[src/audio_csr_pkg.sv]
package audio_csr_pkg;

    localparam int NUM_CH       = 8;
    localparam int NUM_SPDIF_IN = 3;
    localparam int NUM_RATE     = 5;

    localparam int VOL_WIDTH   = 32 * NUM_CH;
    localparam int RATE_WIDTH  = NUM_SPDIF_IN * NUM_RATE;
    localparam int UDATA_WIDTH = 192 * NUM_SPDIF_IN;
    localparam int CDATA_WIDTH = 192 * NUM_SPDIF_IN;

    // bytes visible in each window
    localparam int VOL_BYTES   = VOL_WIDTH / 8;
    localparam int UDATA_BYTES = UDATA_WIDTH / 8;
    localparam int CDATA_BYTES = CDATA_WIDTH / 8;

    localparam logic [7:0] IDLE_REPLY = 8'hcc;

    // window select, upper nibble of the address
    localparam logic [3:0] WIN_VOL   = 4'd0;
    localparam logic [3:0] WIN_RATE  = 4'd8;
    localparam logic [3:0] WIN_UDATA = 4'd9;
    localparam logic [3:0] WIN_CDATA = 4'd10;

    typedef struct packed {
        logic [3:0] ch;
        logic [7:0] low;
    } csr_addr_t;

    // command byte layout, msb first
    typedef struct packed {
        logic [1:0] nrep_code;
        logic       we;
        logic       target_csr;
        logic [3:0] ch;
    } csr_cmd_t;

    typedef struct packed {
        csr_addr_t  addr;
        logic [7:0] data;
        logic       en;
    } csr_wr_t;

    // burst carries decode_nrep + 1 data bytes
    function automatic logic [7:0] decode_nrep(input logic [1:0] code);
        logic [7:0] n;
        case (code)
            2'd0:    n = 8'd0;
            2'd1:    n = 8'd3;
            2'd2:    n = 8'd63;
            default: n = 8'd255;
        endcase
        return n;
    endfunction

endpackage

[src/csr.sv]
`timescale 1ns/1ps

module csr (
    input  logic                                   clk,
    input  logic                                   rst,
    input  audio_csr_pkg::csr_wr_t                 wr_i,
    input  audio_csr_pkg::csr_addr_t               rd_addr_i,
    output logic [7:0]                             rd_data_o,
    output logic [audio_csr_pkg::VOL_WIDTH-1:0]    vol_o,
    input  logic [audio_csr_pkg::RATE_WIDTH-1:0]   rate_i,
    input  logic [audio_csr_pkg::UDATA_WIDTH-1:0]  udata_i,
    input  logic [audio_csr_pkg::CDATA_WIDTH-1:0]  cdata_i
);

    import audio_csr_pkg::*;

    localparam int VOL_AW = $clog2(VOL_BYTES);

    logic [VOL_WIDTH-1:0] vol_q;   // byte n at bits 8n+7:8n
    logic                 wr_hit;
    logic [VOL_AW-1:0]    wr_idx;

    assign wr_hit = wr_i.en
                 && wr_i.addr.ch == WIN_VOL
                 && int'(wr_i.addr.low) < VOL_BYTES;
    assign wr_idx = wr_i.addr.low[VOL_AW-1:0];

    always_ff @(posedge clk) begin
        if (rst) begin
            vol_q <= '0;
        end else if (wr_hit) begin
            vol_q[8*wr_idx +: 8] <= wr_i.data;
        end
    end

    assign vol_o = vol_q;

    // read mux, out-of-window bytes read as zero
    always_comb begin
        int unsigned idx;
        idx       = int'(rd_addr_i.low);
        rd_data_o = 8'h00;
        case (rd_addr_i.ch)
            WIN_VOL: begin
                if (idx < VOL_BYTES) begin
                    rd_data_o = vol_q[8*idx +: 8];
                end
            end
            WIN_RATE: begin
                if (idx < NUM_SPDIF_IN) begin
                    rd_data_o = 8'(rate_i[NUM_RATE*idx +: NUM_RATE]);  // zero-extended
                end
            end
            WIN_UDATA: begin
                if (idx < UDATA_BYTES) begin
                    rd_data_o = udata_i[8*idx +: 8];
                end
            end
            WIN_CDATA: begin
                if (idx < CDATA_BYTES) begin
                    rd_data_o = cdata_i[8*idx +: 8];
                end
            end
            default: rd_data_o = 8'h00;
        endcase
    end

    // read-only windows never reach the volume store
    a_ro_write_ignored: assert property (
        @(posedge clk) disable iff (rst)
        (wr_i.en && wr_i.addr.ch != WIN_VOL) |=> $stable(vol_o)
    );

endmodule

[src/csr_spi.sv]
`timescale 1ns/1ps

module csr_spi (
    input  logic                                   clk,
    input  logic                                   rst,
    input  logic                                   sck_i,
    input  logic                                   mosi_i,
    input  logic                                   ss_i,
    output logic                                   miso_o,
    output logic [audio_csr_pkg::VOL_WIDTH-1:0]    vol_o,
    input  logic [audio_csr_pkg::RATE_WIDTH-1:0]   rate_i,
    input  logic [audio_csr_pkg::UDATA_WIDTH-1:0]  udata_i,
    input  logic [audio_csr_pkg::CDATA_WIDTH-1:0]  cdata_i
);

    import audio_csr_pkg::*;

    typedef enum logic [1:0] {
        ST_IDLE,
        ST_PEND_ADDR,
        ST_PEND_DATA,
        ST_RESPOND
    } state_t;

    state_t     state_q;

    logic [7:0] rx_data;
    logic       rx_pop;
    logic       frame_end;
    logic [7:0] tx_data_q;

    csr_cmd_t   cmd;
    logic [7:0] nrep_q;       // data bytes left after the current one
    logic       we_q;
    logic [3:0] ch_q;
    logic [7:0] addr_low_q;

    csr_addr_t  cur_addr;
    csr_wr_t    wr;
    logic [7:0] rd_data;

    spi_trx trx_i (
        .clk         (clk),
        .rst         (rst),
        .sck_i       (sck_i),
        .mosi_i      (mosi_i),
        .ss_i        (ss_i),
        .miso_o      (miso_o),
        .rx_data_o   (rx_data),
        .rx_pop_o    (rx_pop),
        .frame_end_o (frame_end),
        .tx_data_i   (tx_data_q)
    );

    assign cmd = csr_cmd_t'(rx_data);

    assign cur_addr.ch  = ch_q;
    assign cur_addr.low = addr_low_q;

    // write lands in the pop cycle, readback sees it one cycle later
    assign wr.addr = cur_addr;
    assign wr.data = rx_data;
    assign wr.en   = (state_q == ST_PEND_DATA) && rx_pop && we_q;

    always_ff @(posedge clk) begin
        if (rst) begin
            state_q   <= ST_IDLE;
            tx_data_q <= 8'h00;
            nrep_q    <= '0;
            we_q      <= 1'b0;
        end else if (frame_end) begin
            state_q <= ST_IDLE;   // ss high aborts any burst
        end else begin
            case (state_q)
                ST_IDLE: begin
                    tx_data_q <= IDLE_REPLY;
                    // exchange commands are dropped here
                    if (rx_pop && cmd.target_csr) begin
                        nrep_q  <= decode_nrep(cmd.nrep_code);
                        we_q    <= cmd.we;
                        state_q <= ST_PEND_ADDR;
                    end
                end
                ST_PEND_ADDR: begin
                    if (rx_pop) begin
                        state_q <= ST_PEND_DATA;
                    end
                end
                ST_PEND_DATA: begin
                    if (rx_pop) begin
                        state_q <= ST_RESPOND;
                    end
                end
                ST_RESPOND: begin
                    tx_data_q <= rd_data;   // goes out during the next byte
                    nrep_q    <= nrep_q - 8'd1;
                    if (nrep_q == 8'd0) begin
                        state_q <= ST_IDLE;
                    end else begin
                        state_q <= ST_PEND_DATA;
                    end
                end
                default: state_q <= ST_IDLE;
            endcase
        end
    end

    // address payload
    always_ff @(posedge clk) begin
        if (state_q == ST_IDLE && rx_pop) begin
            ch_q <= cmd.ch;
        end
        if (state_q == ST_PEND_ADDR && rx_pop) begin
            addr_low_q <= rx_data;
        end else if (state_q == ST_RESPOND) begin
            addr_low_q <= addr_low_q + 8'd1;   // wraps, channel nibble kept
        end
    end

    csr csr_i (
        .clk       (clk),
        .rst       (rst),
        .wr_i      (wr),
        .rd_addr_i (cur_addr),
        .rd_data_o (rd_data),
        .vol_o     (vol_o),
        .rate_i    (rate_i),
        .udata_i   (udata_i),
        .cdata_i   (cdata_i)
    );

    // after a respond step the count has been used up or is below its start,
    // so waiting for data with 8'hff left means the counter wrapped
    a_nrep_no_underflow: assert property (
        @(posedge clk) disable iff (rst)
        (state_q == ST_RESPOND) |=> (state_q != ST_PEND_DATA || nrep_q != 8'hff)
    );

endmodule

[src/spi_trx.sv]
`timescale 1ns/1ps

module spi_trx (
    input  logic       clk,
    input  logic       rst,
    input  logic       sck_i,
    input  logic       mosi_i,
    input  logic       ss_i,
    output logic       miso_o,
    output logic [7:0] rx_data_o,
    output logic       rx_pop_o,
    output logic       frame_end_o,
    input  logic [7:0] tx_data_i
);

    // [0],[1] synchronizer stages, [2] history for edge detect
    logic [2:0] sck_sync;
    logic [2:0] ss_sync;
    logic [1:0] mosi_sync;

    logic       sck_rise;
    logic       sck_fall;
    logic       ss_rise;
    logic       ss_fall;
    logic       ss_high;

    logic [2:0] bit_cnt;
    logic [6:0] rx_shift;
    logic [7:0] tx_shift;
    logic [1:0] pop_dly;

    always_ff @(posedge clk) begin
        if (rst) begin
            sck_sync  <= '0;
            ss_sync   <= '1;   // idle frame, no spurious ss edge
            mosi_sync <= '0;
        end else begin
            sck_sync  <= {sck_sync[1:0], sck_i};
            ss_sync   <= {ss_sync[1:0], ss_i};
            mosi_sync <= {mosi_sync[0], mosi_i};
        end
    end

    assign ss_high  = ss_sync[1];
    assign sck_rise = sck_sync[1] & ~sck_sync[2];
    assign sck_fall = ~sck_sync[1] & sck_sync[2];
    assign ss_rise  = ss_sync[1] & ~ss_sync[2];
    assign ss_fall  = ~ss_sync[1] & ss_sync[2];

    assign frame_end_o = ss_rise;

    // receive side, bit counter held at 0 outside a frame
    always_ff @(posedge clk) begin
        if (rst) begin
            bit_cnt  <= '0;
            rx_pop_o <= 1'b0;
        end else begin
            rx_pop_o <= 1'b0;
            if (ss_high) begin
                bit_cnt <= '0;
            end else if (sck_rise) begin
                bit_cnt  <= bit_cnt + 3'd1;
                rx_pop_o <= (bit_cnt == 3'd7);
            end
        end
    end

    always_ff @(posedge clk) begin
        if (!ss_high && sck_rise) begin
            rx_shift <= {rx_shift[5:0], mosi_sync[1]};
            if (bit_cnt == 3'd7) begin
                rx_data_o <= {rx_shift, mosi_sync[1]};
            end
        end
    end

    // transmit side
    // the falling edge after the 8th rise is skipped (bit_cnt back at 0),
    // so the byte loaded after rx_pop keeps its msb on miso
    always_ff @(posedge clk) begin
        if (rst) begin
            pop_dly  <= '0;
            tx_shift <= '0;
        end else begin
            pop_dly <= {pop_dly[0], rx_pop_o};
            if (ss_fall || pop_dly[1]) begin
                tx_shift <= tx_data_i;
            end else if (sck_fall && !ss_high && bit_cnt != 3'd0) begin
                tx_shift <= {tx_shift[6:0], 1'b0};
            end
        end
    end

    assign miso_o = tx_shift[7];

    // a byte only completes inside a frame
    a_pop_in_frame: assert property (
        @(posedge clk) disable iff (rst)
        rx_pop_o |-> !ss_high
    );

endmodule

[config.mk]
export PLATFORM = sky130hd
export DESIGN_NAME = csr_spi
export DESIGN_NICKNAME = d
export VERILOG_FILES = /design/src/audio_csr_pkg.sv /design/src/csr.sv /design/src/csr_spi.sv /design/src/spi_trx.sv
export SDC_FILE = /design/constraint.sdc
export NUM_CORES = 1
export LEC_CHECK = 0
export ABC_AREA = 1
export ABC_CLOCK_PERIOD_IN_PS = 9580
export BUFFER_PORTS_ARGS = -buffer_cell sky130_fd_sc_hd__buf_2
export CAP_MARGIN = 40
export CORE_AREA = 5 5 553 555
export CTS_CLUSTER_SIZE = 8
export DETAILED_ROUTE_END_ITERATION = 10
export DIE_AREA = 0 0 558 560
export GPL_TIMING_DRIVEN = 0
export PLACE_DENSITY_LB_ADDON = 0.15
export SLEW_MARGIN = 20
export SYNTH_ARGS = -nofsm -noshare
export SYNTH_HDL_FRONTEND = slang
export SYNTH_HIERARCHICAL = 1
export SYNTH_SLANG_ARGS = --single-unit
[constraint.sdc]
create_clock -name clk -period 9.58 [get_ports clk]
set_input_delay 0 -clock clk [delete_from_list [all_inputs] [get_ports clk]]
set_output_delay 0 -clock clk [all_outputs]
set_load 0.02 [all_outputs]
=== Yosys cells after proc, flatten, opt, wreduce, memory -nomap -nowiden ===
Cells that the tools add are included.

* Bits in registers: 324
* Bits in latches: 0
* RAM bits: 0
* Bits in read-only memories: 0
* Input bits: 1,172
* Output and inout port bits: 257
* Memories kept: 0

* Add/sub/neg operators: 4
* $mul: 1
* Divide/modulo/power cells: 0
* Order comparisons: 4
* Equality and inequality tests: 12
* Shifts and indexed selects: 6
* Multiplexer cells: 19
* Bitwise gates (word level): 10
* Reductions and logical operators: 28

{| class="wikitable"
|+ Operators by type and width
! operator !! number
|-
| $shiftx A576 B12 Y8 || 2
|-
| $bwmux W256 || 1
|-
| $shift A8 B34 Y256 const A || 1
|-
| $shiftx A256 B12 Y8 || 1
|-
| $shiftx A8 B34 Y256 || 1
|-
| $mux W8 || 8
|-
| $neg A8 Y34 || 1
|-
| $pmux W8 S2 || 2
|-
| $pmux W8 S4 || 1
|-
| $pmux W8 S3 || 1
|-
| $lt A8 B6 Y1 const B || 2
|-
| $shiftx A15 B12 Y5 || 1
|-
| $eq A4 B4 Y1 const B || 3
|-
| $mul A3 B8 Y11 const A || 1
|-
| $logic_and A1 B1 Y1 || 10
|-
| $reduce_and A3 Y1 || 3
|-
| $add A8 B1 Y8 const B || 1
|-
| $logic_not A8 Y1 || 1
|-
| $lt A8 B2 Y1 const B || 1
|-
| $lt A8 B7 Y1 const B || 1
|-
| $mux W2 || 4
|-
| $pmux W2 S4 || 1
|-
| $sub A8 B1 Y8 const B || 1
|-
| $eq A2 B2 Y1 const B || 3
|-
| other kinds (17) || 32
|}

=== Longest topological paths before layout ===
Gate-level depths: netlist (run 1).

* Word-level depth: 6
* Depth in mapped cells: 23

=== Hierarchy ===
Netlist (run 1), hierarchy kept.

{| class="wikitable"
|+ Modules (own cells, without submodules)
! module !! times used !! cells an instance !! area each (µm²) !! sequential area each (µm²)
|-
| csr || 1 || 5,258 || 26,714.4 || 5,124.9
|-
| csr_spi || 1 || 205 || 1,616.6 || 740.7
|-
| spi_trx || 1 || 132 || 1,382.6 || 890.9
|}

=== Worst setup path after synthesis (run 1) ===
No wires, ideal clock.

* Path type: flip-flop to flip-flop
* Start point: register addr_low_q[0]
* End point: register csr_i.vol_q[95] (netlist: csr_i/vol_o[95])
* Setup time: 113 ps
* Arrival: 2,997 ps
* Slack: 6,470 ps
* Stages on the path, launching flop included: 18
* Buffers on the path: 3
* Clock period less this slack: 3,110 ps
* Cells stage by stage: edfxtp_1 -> inv_2 -> buf_1 -> ha_1 -> nand2_1 -> nor2_2 -> ha_1 -> buf_2 -> clkinv_1 -> nor3_4 -> inv_2 -> nor2_4 -> inv_2 -> nor2_4 -> buf_6 -> o21ai_0 -> nand2_1 -> nor2_1

* Longest elaborated chain between the ends: 3
* Elaborated cells between the ends (all ways): 6

{| class="wikitable"
|+ Ends and longest elaborated chain
! item !! RTL line !! text
|-
| start, declared || csr_spi.sv:36 || <nowiki>logic [7:0] addr_low_q;</nowiki>
|-
| start signal, assigned || csr_spi.sv:114 || <nowiki>addr_low_q <= rx_data;</nowiki>
|-
| start signal, assigned || csr_spi.sv:116 || <nowiki>addr_low_q <= addr_low_q + 8'd1;</nowiki>
|-
| $neg A8 Y34 || csr.sv:32 || <nowiki>vol_q[8*wr_idx +: 8] <= wr_i.data;</nowiki>
|-
| $shiftx A8 B34 Y256 / $shift A8 B34 Y256 (equally long branches) || csr.sv:32 ||
|-
| $bwmux W256 || csr.sv:32 ||
|-
| end signal, assigned by index || csr.sv:32 ||
|-
| end, declared || csr.sv:19 || <nowiki>logic [VOL_WIDTH-1:0] vol_q;</nowiki>
|}

Parallel ways exist; a longest one is shown, timed or not.
A chain may end at the register's enable or synchronous reset.

=== Final worst setup path (run 1) ===
* Start point: register addr_low_q[0]
* End point: register csr_i.vol_q[105] (netlist: csr_i/vol_o[105])

Same word-level chain as after synthesis.

==> results of run 1 <==
==> worst max-delay path, stage by stage, from the launching register on <==
cell and delay, ns:
edfxtp_1 0.58, inv_2 0.27, buf_1 0.57, ha_1 0.27
nand2_1 0.09, nor2_2 0.14, ha_1 0.13, buf_2 0.40
clkinv_1 0.67, nor3_4 0.83, inv_2 0.14, nor2_4 0.34
nand2_1 0.13, clkbuf_1 0.42, o21ai_0 0.53, a21oi_1 0.09
==> power by group through the flow <==
stage / combinational, W / sequential, W / clock [W]
after detailed placement: 0.000573 / 0.00140 / 0
final: 0.000580 / 0.00137 / 0.00155
after global routing: 0.000629 / 0.00137 / 0.00164
after floorplan: 0.000181 / 0.00140 / 0
after CTS: 0.000579 / 0.00137 / 0.00160
after global placement: 0.000573 / 0.00140 / 0
==> worst max path at each step <==
stage	end	slack, ns	depth (start not counted)
after floorplan	csr_i/vol_o[95]$_SDFFE_PP0P_	6.47	17
after global placement	tx_data_q[3]$_SDFFE_PP0P_	2.89	13
after detailed placement	csr_i/vol_o[105]$_SDFFE_PP0P_	4.02	15
after CTS	csr_i/vol_o[105]$_SDFFE_PP0P_	3.97	15
after global routing	csr_i/vol_o[105]$_SDFFE_PP0P_	3.72	15
final	csr_i/vol_o[105]$_SDFFE_PP0P_	3.78	15
==> cell usage in the layout (no fill, tap or decap), types with 8 or more instances in the layout <==
cell and n:
nand2_1 1648, buf_2 1588, nor2_1 785, inv_1 686, o21ai_0 591, nand3_1 577
dfxtp_1 297, a21oi_1 294, clkbuf_1 128, diode_2 71, clkbuf_2 53, buf_6 48
clkbuf_16 47, buf_1 47, nor3_1 45, buf_4 31, o211ai_1 30, edfxtp_1 27
nand4_1 24, o221ai_1 24, or2_2 18, buf_16 18, inv_2 17, a211oi_1 15
o211a_1 15, ha_1 12, buf_8 11, buf_12 10, nor4_1 9, o22ai_1 8
o21ai_1 8, nor3_2 8
==> registers in the layout (all words and copies together), names as in the netlist <==
signal and count:
tx_data_q 8, addr_low_q 8, trx_i/ss_sync 3, nrep_q 8, trx_i/rx_data_o 8, trx_i/rx_pop_o 1
we_q 1, trx_i/sck_sync 3, trx_i/mosi_sync 2, trx_i/pop_dly 2, trx_i/rx_shift 7, csr_i/vol_o 256
trx_i/tx_shift 8, ch_q 4, trx_i/bit_cnt 3, state_q 2
==> final cells by class <==
type                       count  share of cell area
clock inverter                 1            0.000195
timing repair buffer        1539               0.193
buffer                       394              0.0415
antenna                       71             0.00395
tap                         3978               0.111
clock buffer                  56              0.0271
sequential                   324               0.150
multi-input combinational   4167               0.413
inverter                     710              0.0596
==> metal layers <==
| metal | global-route usage | wire length [um] | vias to the layer above |
|---|---|---|---|
| met4 | 0.0885 | 17300 | 24 |
| met1 | 0.294 | 162000 | 22898 |
| met2 | 0.403 | 184000 | 2525 |
| met5 | 0 | 164 | - |
| met3 | 0.0335 | 23900 | 437 |
| li1 | - | - | 20953 |
==> repair_timing <==
item                                    4_1_cts  5_1_grt
endpoints found under the hold margin        31        0
endpoints found under the setup margin        0        0
hold buffers                                  5        0
==> logic make-up after synthesis <==
kind of cell / Yosys count
compound gates: 999
xor+xnor: 1
fa+ha+maj: 12
buf+inv: 1104
flops: 324
simple gates: 3155
==> per-stage QoR <==
| stage | total power [W] | hold WS, ns | cell area [um^2] | utilization |
|---|---|---|---|---|
| after floorplan | 0.00158 | 0.104 | 29700 | - |
| after global placement | 0.00197 | 0.228 | 41800 | 0.139 |
| after detailed placement | 0.00197 | 0.230 | 43500 | 0.144 |
| after CTS | 0.00354 | 0.174 | 44700 | 0.149 |
| after global routing | 0.00363 | 0.230 | 44800 | 0.149 |
| final | 0.00350 | 0.195 | 44900 | 0.149 |
==> flow_metrics.env, run 1 <==
export IMPL_dp_slack_ns=4.02
export IMPL_nFillCells=35953
export IMPL_synthSimpleGateAreaFrac=0.438
export IMPL_cp_start_kind="register"
export IMPL_p_per_area_nw_per_um2=77.9
export IMPL_max_freq_ghz=0.172
export IMPL_slew_headroom=0.366
export IMPL_firstDrtPassIters=6
export IMPL_synthTopCellsByCount="nand2_1 (1648), nor2_1 (786), inv_1 (686)"
export IMPL_coreArea_um2=301000
export IMPL_drcViolationCount=0
export IMPL_synth_top_area_share=0.208
export IMPL_cts_num_sinks=324
export IMPL_hold_end="tx_data_q[4]$_SDFFE_PP0P_"
export IMPL_avgSynthCellArea_um2=5.31
export IMPL_area_delta_synth_final_pct=51.2
export IMPL_grt_pass1_vias=45918
export IMPL_rows=202
export IMPL_rsz0062_at_grt="false"
export IMPL_seqCellArea_um2=6760
export IMPL_root_buffer="clkbuf_16"
export IMPL_period_needed_ns=5.80
export IMPL_multi_input_area_um2=18600
export IMPL_hp_start="rate_i[14]"
export IMPL_routed_wl_mm=387
export IMPL_synthTopCellsByArea="nand2_1 (21%), dfxtp_1 (20%), o21ai_0 (10%), nor2_1 (9.9%), nand3_1 (9.7%)"
export IMPL_synth_compound_area_share=0.179
export IMPL_critPathKind="reg2reg"
export IMPL_synth_most_common_cell="nand2_1"
export IMPL_worst_pin_slew_ns=0.950
export IMPL_setup_tns_ns=0
export IMPL_reg2reg_setup_slack_ns=3.78
export IMPL_vias_per_cell=4.17
export IMPL_comb_power_share=0.166
export IMPL_ir_drop_v=0.000115
export IMPL_place_inst=11103
export IMPL_htreeDepth=2
export IMPL_drive_above_1_share=0.264
export IMPL_endpoint_kind="register"
export IMPL_grt_max_degree=12
export IMPL_fin_nets=8366
export IMPL_p_leak_nw=22.8
export IMPL_yosysWarnings=6
export IMPL_post_route_period_util=0.606
export IMPL_internal_power_w=0.00250
export IMPL_cp_max_fo=10
export IMPL_cts_buffers=46
export IMPL_syn_cell_area_um2=29700
export IMPL_grt_pass1_wl_mm=480
export IMPL_grt_ovfl_total=0
export IMPL_synth_top_family_by_area="simple AND/OR/NAND/NOR gates"
export IMPL_syn_num_nets=6779
export IMPL_setup_violations=0
export IMPL_worstReg2RegStart="addr_low_q[0]$_DFFE_PP_"
export IMPL_portBuffers=1427
export IMPL_drt_initial_drc_count=4678
export IMPL_die_area_um2=312000
export IMPL_maxCapViolCount=0
export IMPL_min_path_type="in2reg"
export IMPL_worstReg2RegEnd="csr_i/vol_o[105]$_SDFFE_PP0P_"
export IMPL_synth_xor_area_share=0.000295
export IMPL_muxShareOfSynthArea=0
export IMPL_fin_cells=11240
export IMPL_synth_seq_cells=324
export IMPL_synthAdderAreaFrac=0.00505
export IMPL_hold_viol_final=0
export IMPL_avgRoutedWirePerCell_um=34.4
export IMPL_worstSkewPairLatency_ns=0.61
export IMPL_io_pins=1429
export IMPL_synth_cell_types=52
export IMPL_clockBufferDepth=3
export IMPL_dp_hpwl_mm=336
export IMPL_synth_seq_area_share=0.227
export IMPL_clk_pin_slew_worst_paths_ns=0.06
export IMPL_clkPwrFrac=0.443
export IMPL_async_flop_share=0
export IMPL_grt_use_total=0.234
export IMPL_synthCells=5595
export IMPL_ant_nets=0
export IMPL_switching_share=0.285
export IMPL_num_vias=46837
export IMPL_critPathRequiredTime_ns=10.02
export IMPL_layout_setup_ws_ns=3.78
export IMPL_ctsResizeCount=0
export IMPL_arrival_ns=6.25
export IMPL_antenna_found_initial=125
export IMPL_gp_congestion=0.942
export IMPL_slew_violations=0
export IMPL_p_switching_w=0.000999
export IMPL_die_w_um=558
export IMPL_cts_tree="yes"
export IMPL_status="completed"
export IMPL_min_path_cells=9
export IMPL_seqPwrFrac=0.391
export IMPL_cp_startpoint="addr_low_q[0]$_DFFE_PP_"
export IMPL_clock_skew_ns=0.0191
export IMPL_synth_top_area_cell="nand2_1"
export IMPL_die_y_um=560
export IMPL_synth_edf_count=27
export IMPL_cts_setup_buffers=0
export IMPL_synth_flop_cell="dfxtp_1"
export IMPL_start_util=0.0987
export IMPL_ff2ff_path_depth=15
(Power assumes the default switching activity.)
==> inputs of run 2 (changes only) <==
ABC_CLOCK_PERIOD_IN_PS = 5640   (was 9580)
CORE_AREA = 5 5 559 561   (was 5 5 553 555)
DIE_AREA = 0 0 564 566   (was 0 0 558 560)
clock period = 5.64 ns   (was 9.58 ns; I/O delays follow)
==> flow_metrics.env, run 2 (synthesized netlist as in run 1, its figures left out) <==
export IMPL_arrival_ns=5.95
export IMPL_maxCapViolCount=0
export IMPL_p_switching_w=0.00177
export IMPL_worstSkewPairLatency_ns=0.62
export IMPL_hold_end="tx_data_q[1]$_SDFFE_PP0P_"
export IMPL_switching_share=0.293
export IMPL_grt_ovfl_total=0
export IMPL_gp_congestion=0.973
export IMPL_grt_use_total=0.230
export IMPL_p_leak_nw=22.8
export IMPL_worstReg2RegStart="addr_low_q[0]$_DFFE_PP_"
export IMPL_largest_reg_flops=256
export IMPL_root_buffer="clkbuf_16"
export IMPL_start_util=0.0967
export IMPL_status="completed"
export IMPL_drt_initial_drc_count=4262
export IMPL_cts_tree="yes"
export IMPL_coreArea_um2=307000
export IMPL_critPathSlowestCell="edfxtp_1"
export IMPL_nFillCells=36880
export IMPL_layout_setup_ws_ns=0.235
export IMPL_period_needed_ns=5.40
export IMPL_mostFrequentLayoutCells="nand2_1 (1648), buf_2 (1582), nor2_1 (785), inv_1 (686), o21ai_0 (591)"
export IMPL_clock_skew_ns=0.0211
export IMPL_vias_per_cell=4.11
export IMPL_reg2reg_setup_slack_ns=0.24
export IMPL_hold_viol_final=0
export IMPL_ir_drop_v=0.000171
export IMPL_setup_violations=0
export IMPL_rsz0062_at_grt="false"
export IMPL_worstReg2RegEnd="tx_data_q[4]$_SDFFE_PP0P_"
export IMPL_antenna_found_initial=137
export IMPL_ant_nets=0
export IMPL_drcViolationCount=0
export IMPL_multi_input_area_um2=18600
export IMPL_die_area_um2=319000
export IMPL_p_per_area_nw_per_um2=134
export IMPL_die_w_um=564
export IMPL_seqPwrFrac=0.384
export IMPL_slew_violations=0
export IMPL_critPathRequiredTime_ns=6.19
export IMPL_routed_wl_mm=389
export IMPL_clockBufferDepth=3
export IMPL_comb_power_share=0.166
export IMPL_die_y_um=566
export IMPL_num_vias=46846
export IMPL_seqCellArea_um2=6760
export IMPL_io_pins=1429
export IMPL_area_delta_synth_final_pct=52.4
export IMPL_drive_above_1_share=0.266
export IMPL_avgRoutedWirePerCell_um=34.2
export IMPL_hp_start="rate_i[1]"
export IMPL_cp_cell_sequence="buf_4 -> buf_2 -> buf_2 -> buf_4 -> nor2_1 -> nor2_1 -> o21ai_0 -> nand3_1 -> nand3_1 -> nand2_1 -> nand3_1 -> nand2_1 -> nand2_1 -> nand2_1 -> nand2_1 -> nand3_1 -> nand3_1 -> a21oi_1"
export IMPL_dp_slack_ns=-0.0694
export IMPL_rows=204
export IMPL_critPathKind="reg2reg"
export IMPL_layout_commonest_cell="nand2_1"
export IMPL_worst_pin_slew_ns=0.952
export IMPL_crit_path_max_incr_delay_ns=0.60
export IMPL_cts_num_sinks=324
export IMPL_clk_pin_slew_worst_paths_ns=0.06
export IMPL_slew_headroom=0.359
export IMPL_grt_pass1_vias=46293
export IMPL_fin_util=0.147
export IMPL_endpoint_kind="register"
export IMPL_grt_pass1_wl_mm=483
export IMPL_grt_max_degree=14
export IMPL_cp_max_fo=10
export IMPL_ff2ff_path_depth=18
export IMPL_dp_hpwl_mm=337
export IMPL_portBuffers=1427
export IMPL_internal_power_w=0.00428
export IMPL_min_path_cells=8
export IMPL_max_freq_ghz=0.185
export IMPL_post_route_period_util=0.958
export IMPL_cts_buffers=47
export IMPL_fin_nets=8378
export IMPL_cp_start_kind="register"
export IMPL_htreeDepth=2
export IMPL_min_path_type="in2reg"
export IMPL_firstDrtPassIters=6
export IMPL_whs_ns=0.177
export IMPL_clkPwrFrac=0.450
[run 2: area by class of cell]
class	instances	share of cell area
flip-flops and latches	324	0.149
plain buffers	394	0.0413
clock buffers	60	0.0273
inverters	710	0.0592
diodes	56	0.00309
clock inverters	4	0.00133
repair buffers	1550	0.194
multi-input cells	4167	0.411
well taps	4120	0.114
[run 2: how the worst max path moves through the flow]
stage	from	end	slack, ns
floorplan	addr_low_q[0]$_DFFE_PP_	csr_i/vol_o[95]$_SDFFE_PP0P_	2.53
global placement	addr_low_q[1]$_DFFE_PP_	tx_data_q[2]$_SDFFE_PP0P_	-1.03
detailed placement	addr_low_q[0]$_DFFE_PP_	tx_data_q[5]$_SDFFE_PP0P_	-0.07
CTS	addr_low_q[0]$_DFFE_PP_	csr_i/vol_o[81]$_SDFFE_PP0P_	0.06
global route	addr_low_q[0]$_DFFE_PP_	tx_data_q[4]$_SDFFE_PP0P_	0.04
finish	addr_low_q[0]$_DFFE_PP_	tx_data_q[4]$_SDFFE_PP0P_	0.24
[run 2: worst max-delay path: cells and delay by family, from the launching register on]
kind / cells / cell delay (ns)
AOI/OAI and AO/OA: 2 / 0.32
buffers and inverters: 4 / 1.82
DFF: 1 / 0.60
and+or+nand+nor: 12 / 2.46
[run 2: power by group through the flow]
stage | combinational (W) | clock (W) | sequential (W)
after floorplan | 0.000308 | 0 | 0.00237
after global placement | 0.000996 | 0 | 0.00237
after detailed placement | 0.000993 | 0 | 0.00237
after CTS | 0.00100 | 0.00279 | 0.00232
after global routing | 0.00108 | 0.00286 | 0.00232
final | 0.00100 | 0.00272 | 0.00232
[run 2: timing repair]
item	4_1_cts	5_1_grt
endpoints found under the hold margin	33	0
pin swaps	0	1
gates cloned	0	0
resized for setup	2	0
buffers inserted	0	4
hold buffers	5	0
setup endpoints to repair	3	8
[run 2: per-layer routing]
layer | wire [um] | global-route usage
met5 | 135 | 0
met1 | 164000 | 0.292
met2 | 187000 | 0.400
met3 | 24900 | 0.0342
met4 | 13500 | 0.0715
[run 2: through the flow]
stage | setup TNS, ns | instances | area, um^2 | power (W)
after floorplan | 0 | 5595 | 29700 | 0.00268
after global placement | -7.29 | 11142 | 42000 | 0.00337
after detailed placement | -0.123 | 11253 | 43700 | 0.00337
after CTS | 0 | 11322 | 45100 | 0.00612
after global routing | 0 | 11341 | 45200 | 0.00627
final | 0 | 11385 | 45300 | 0.00605
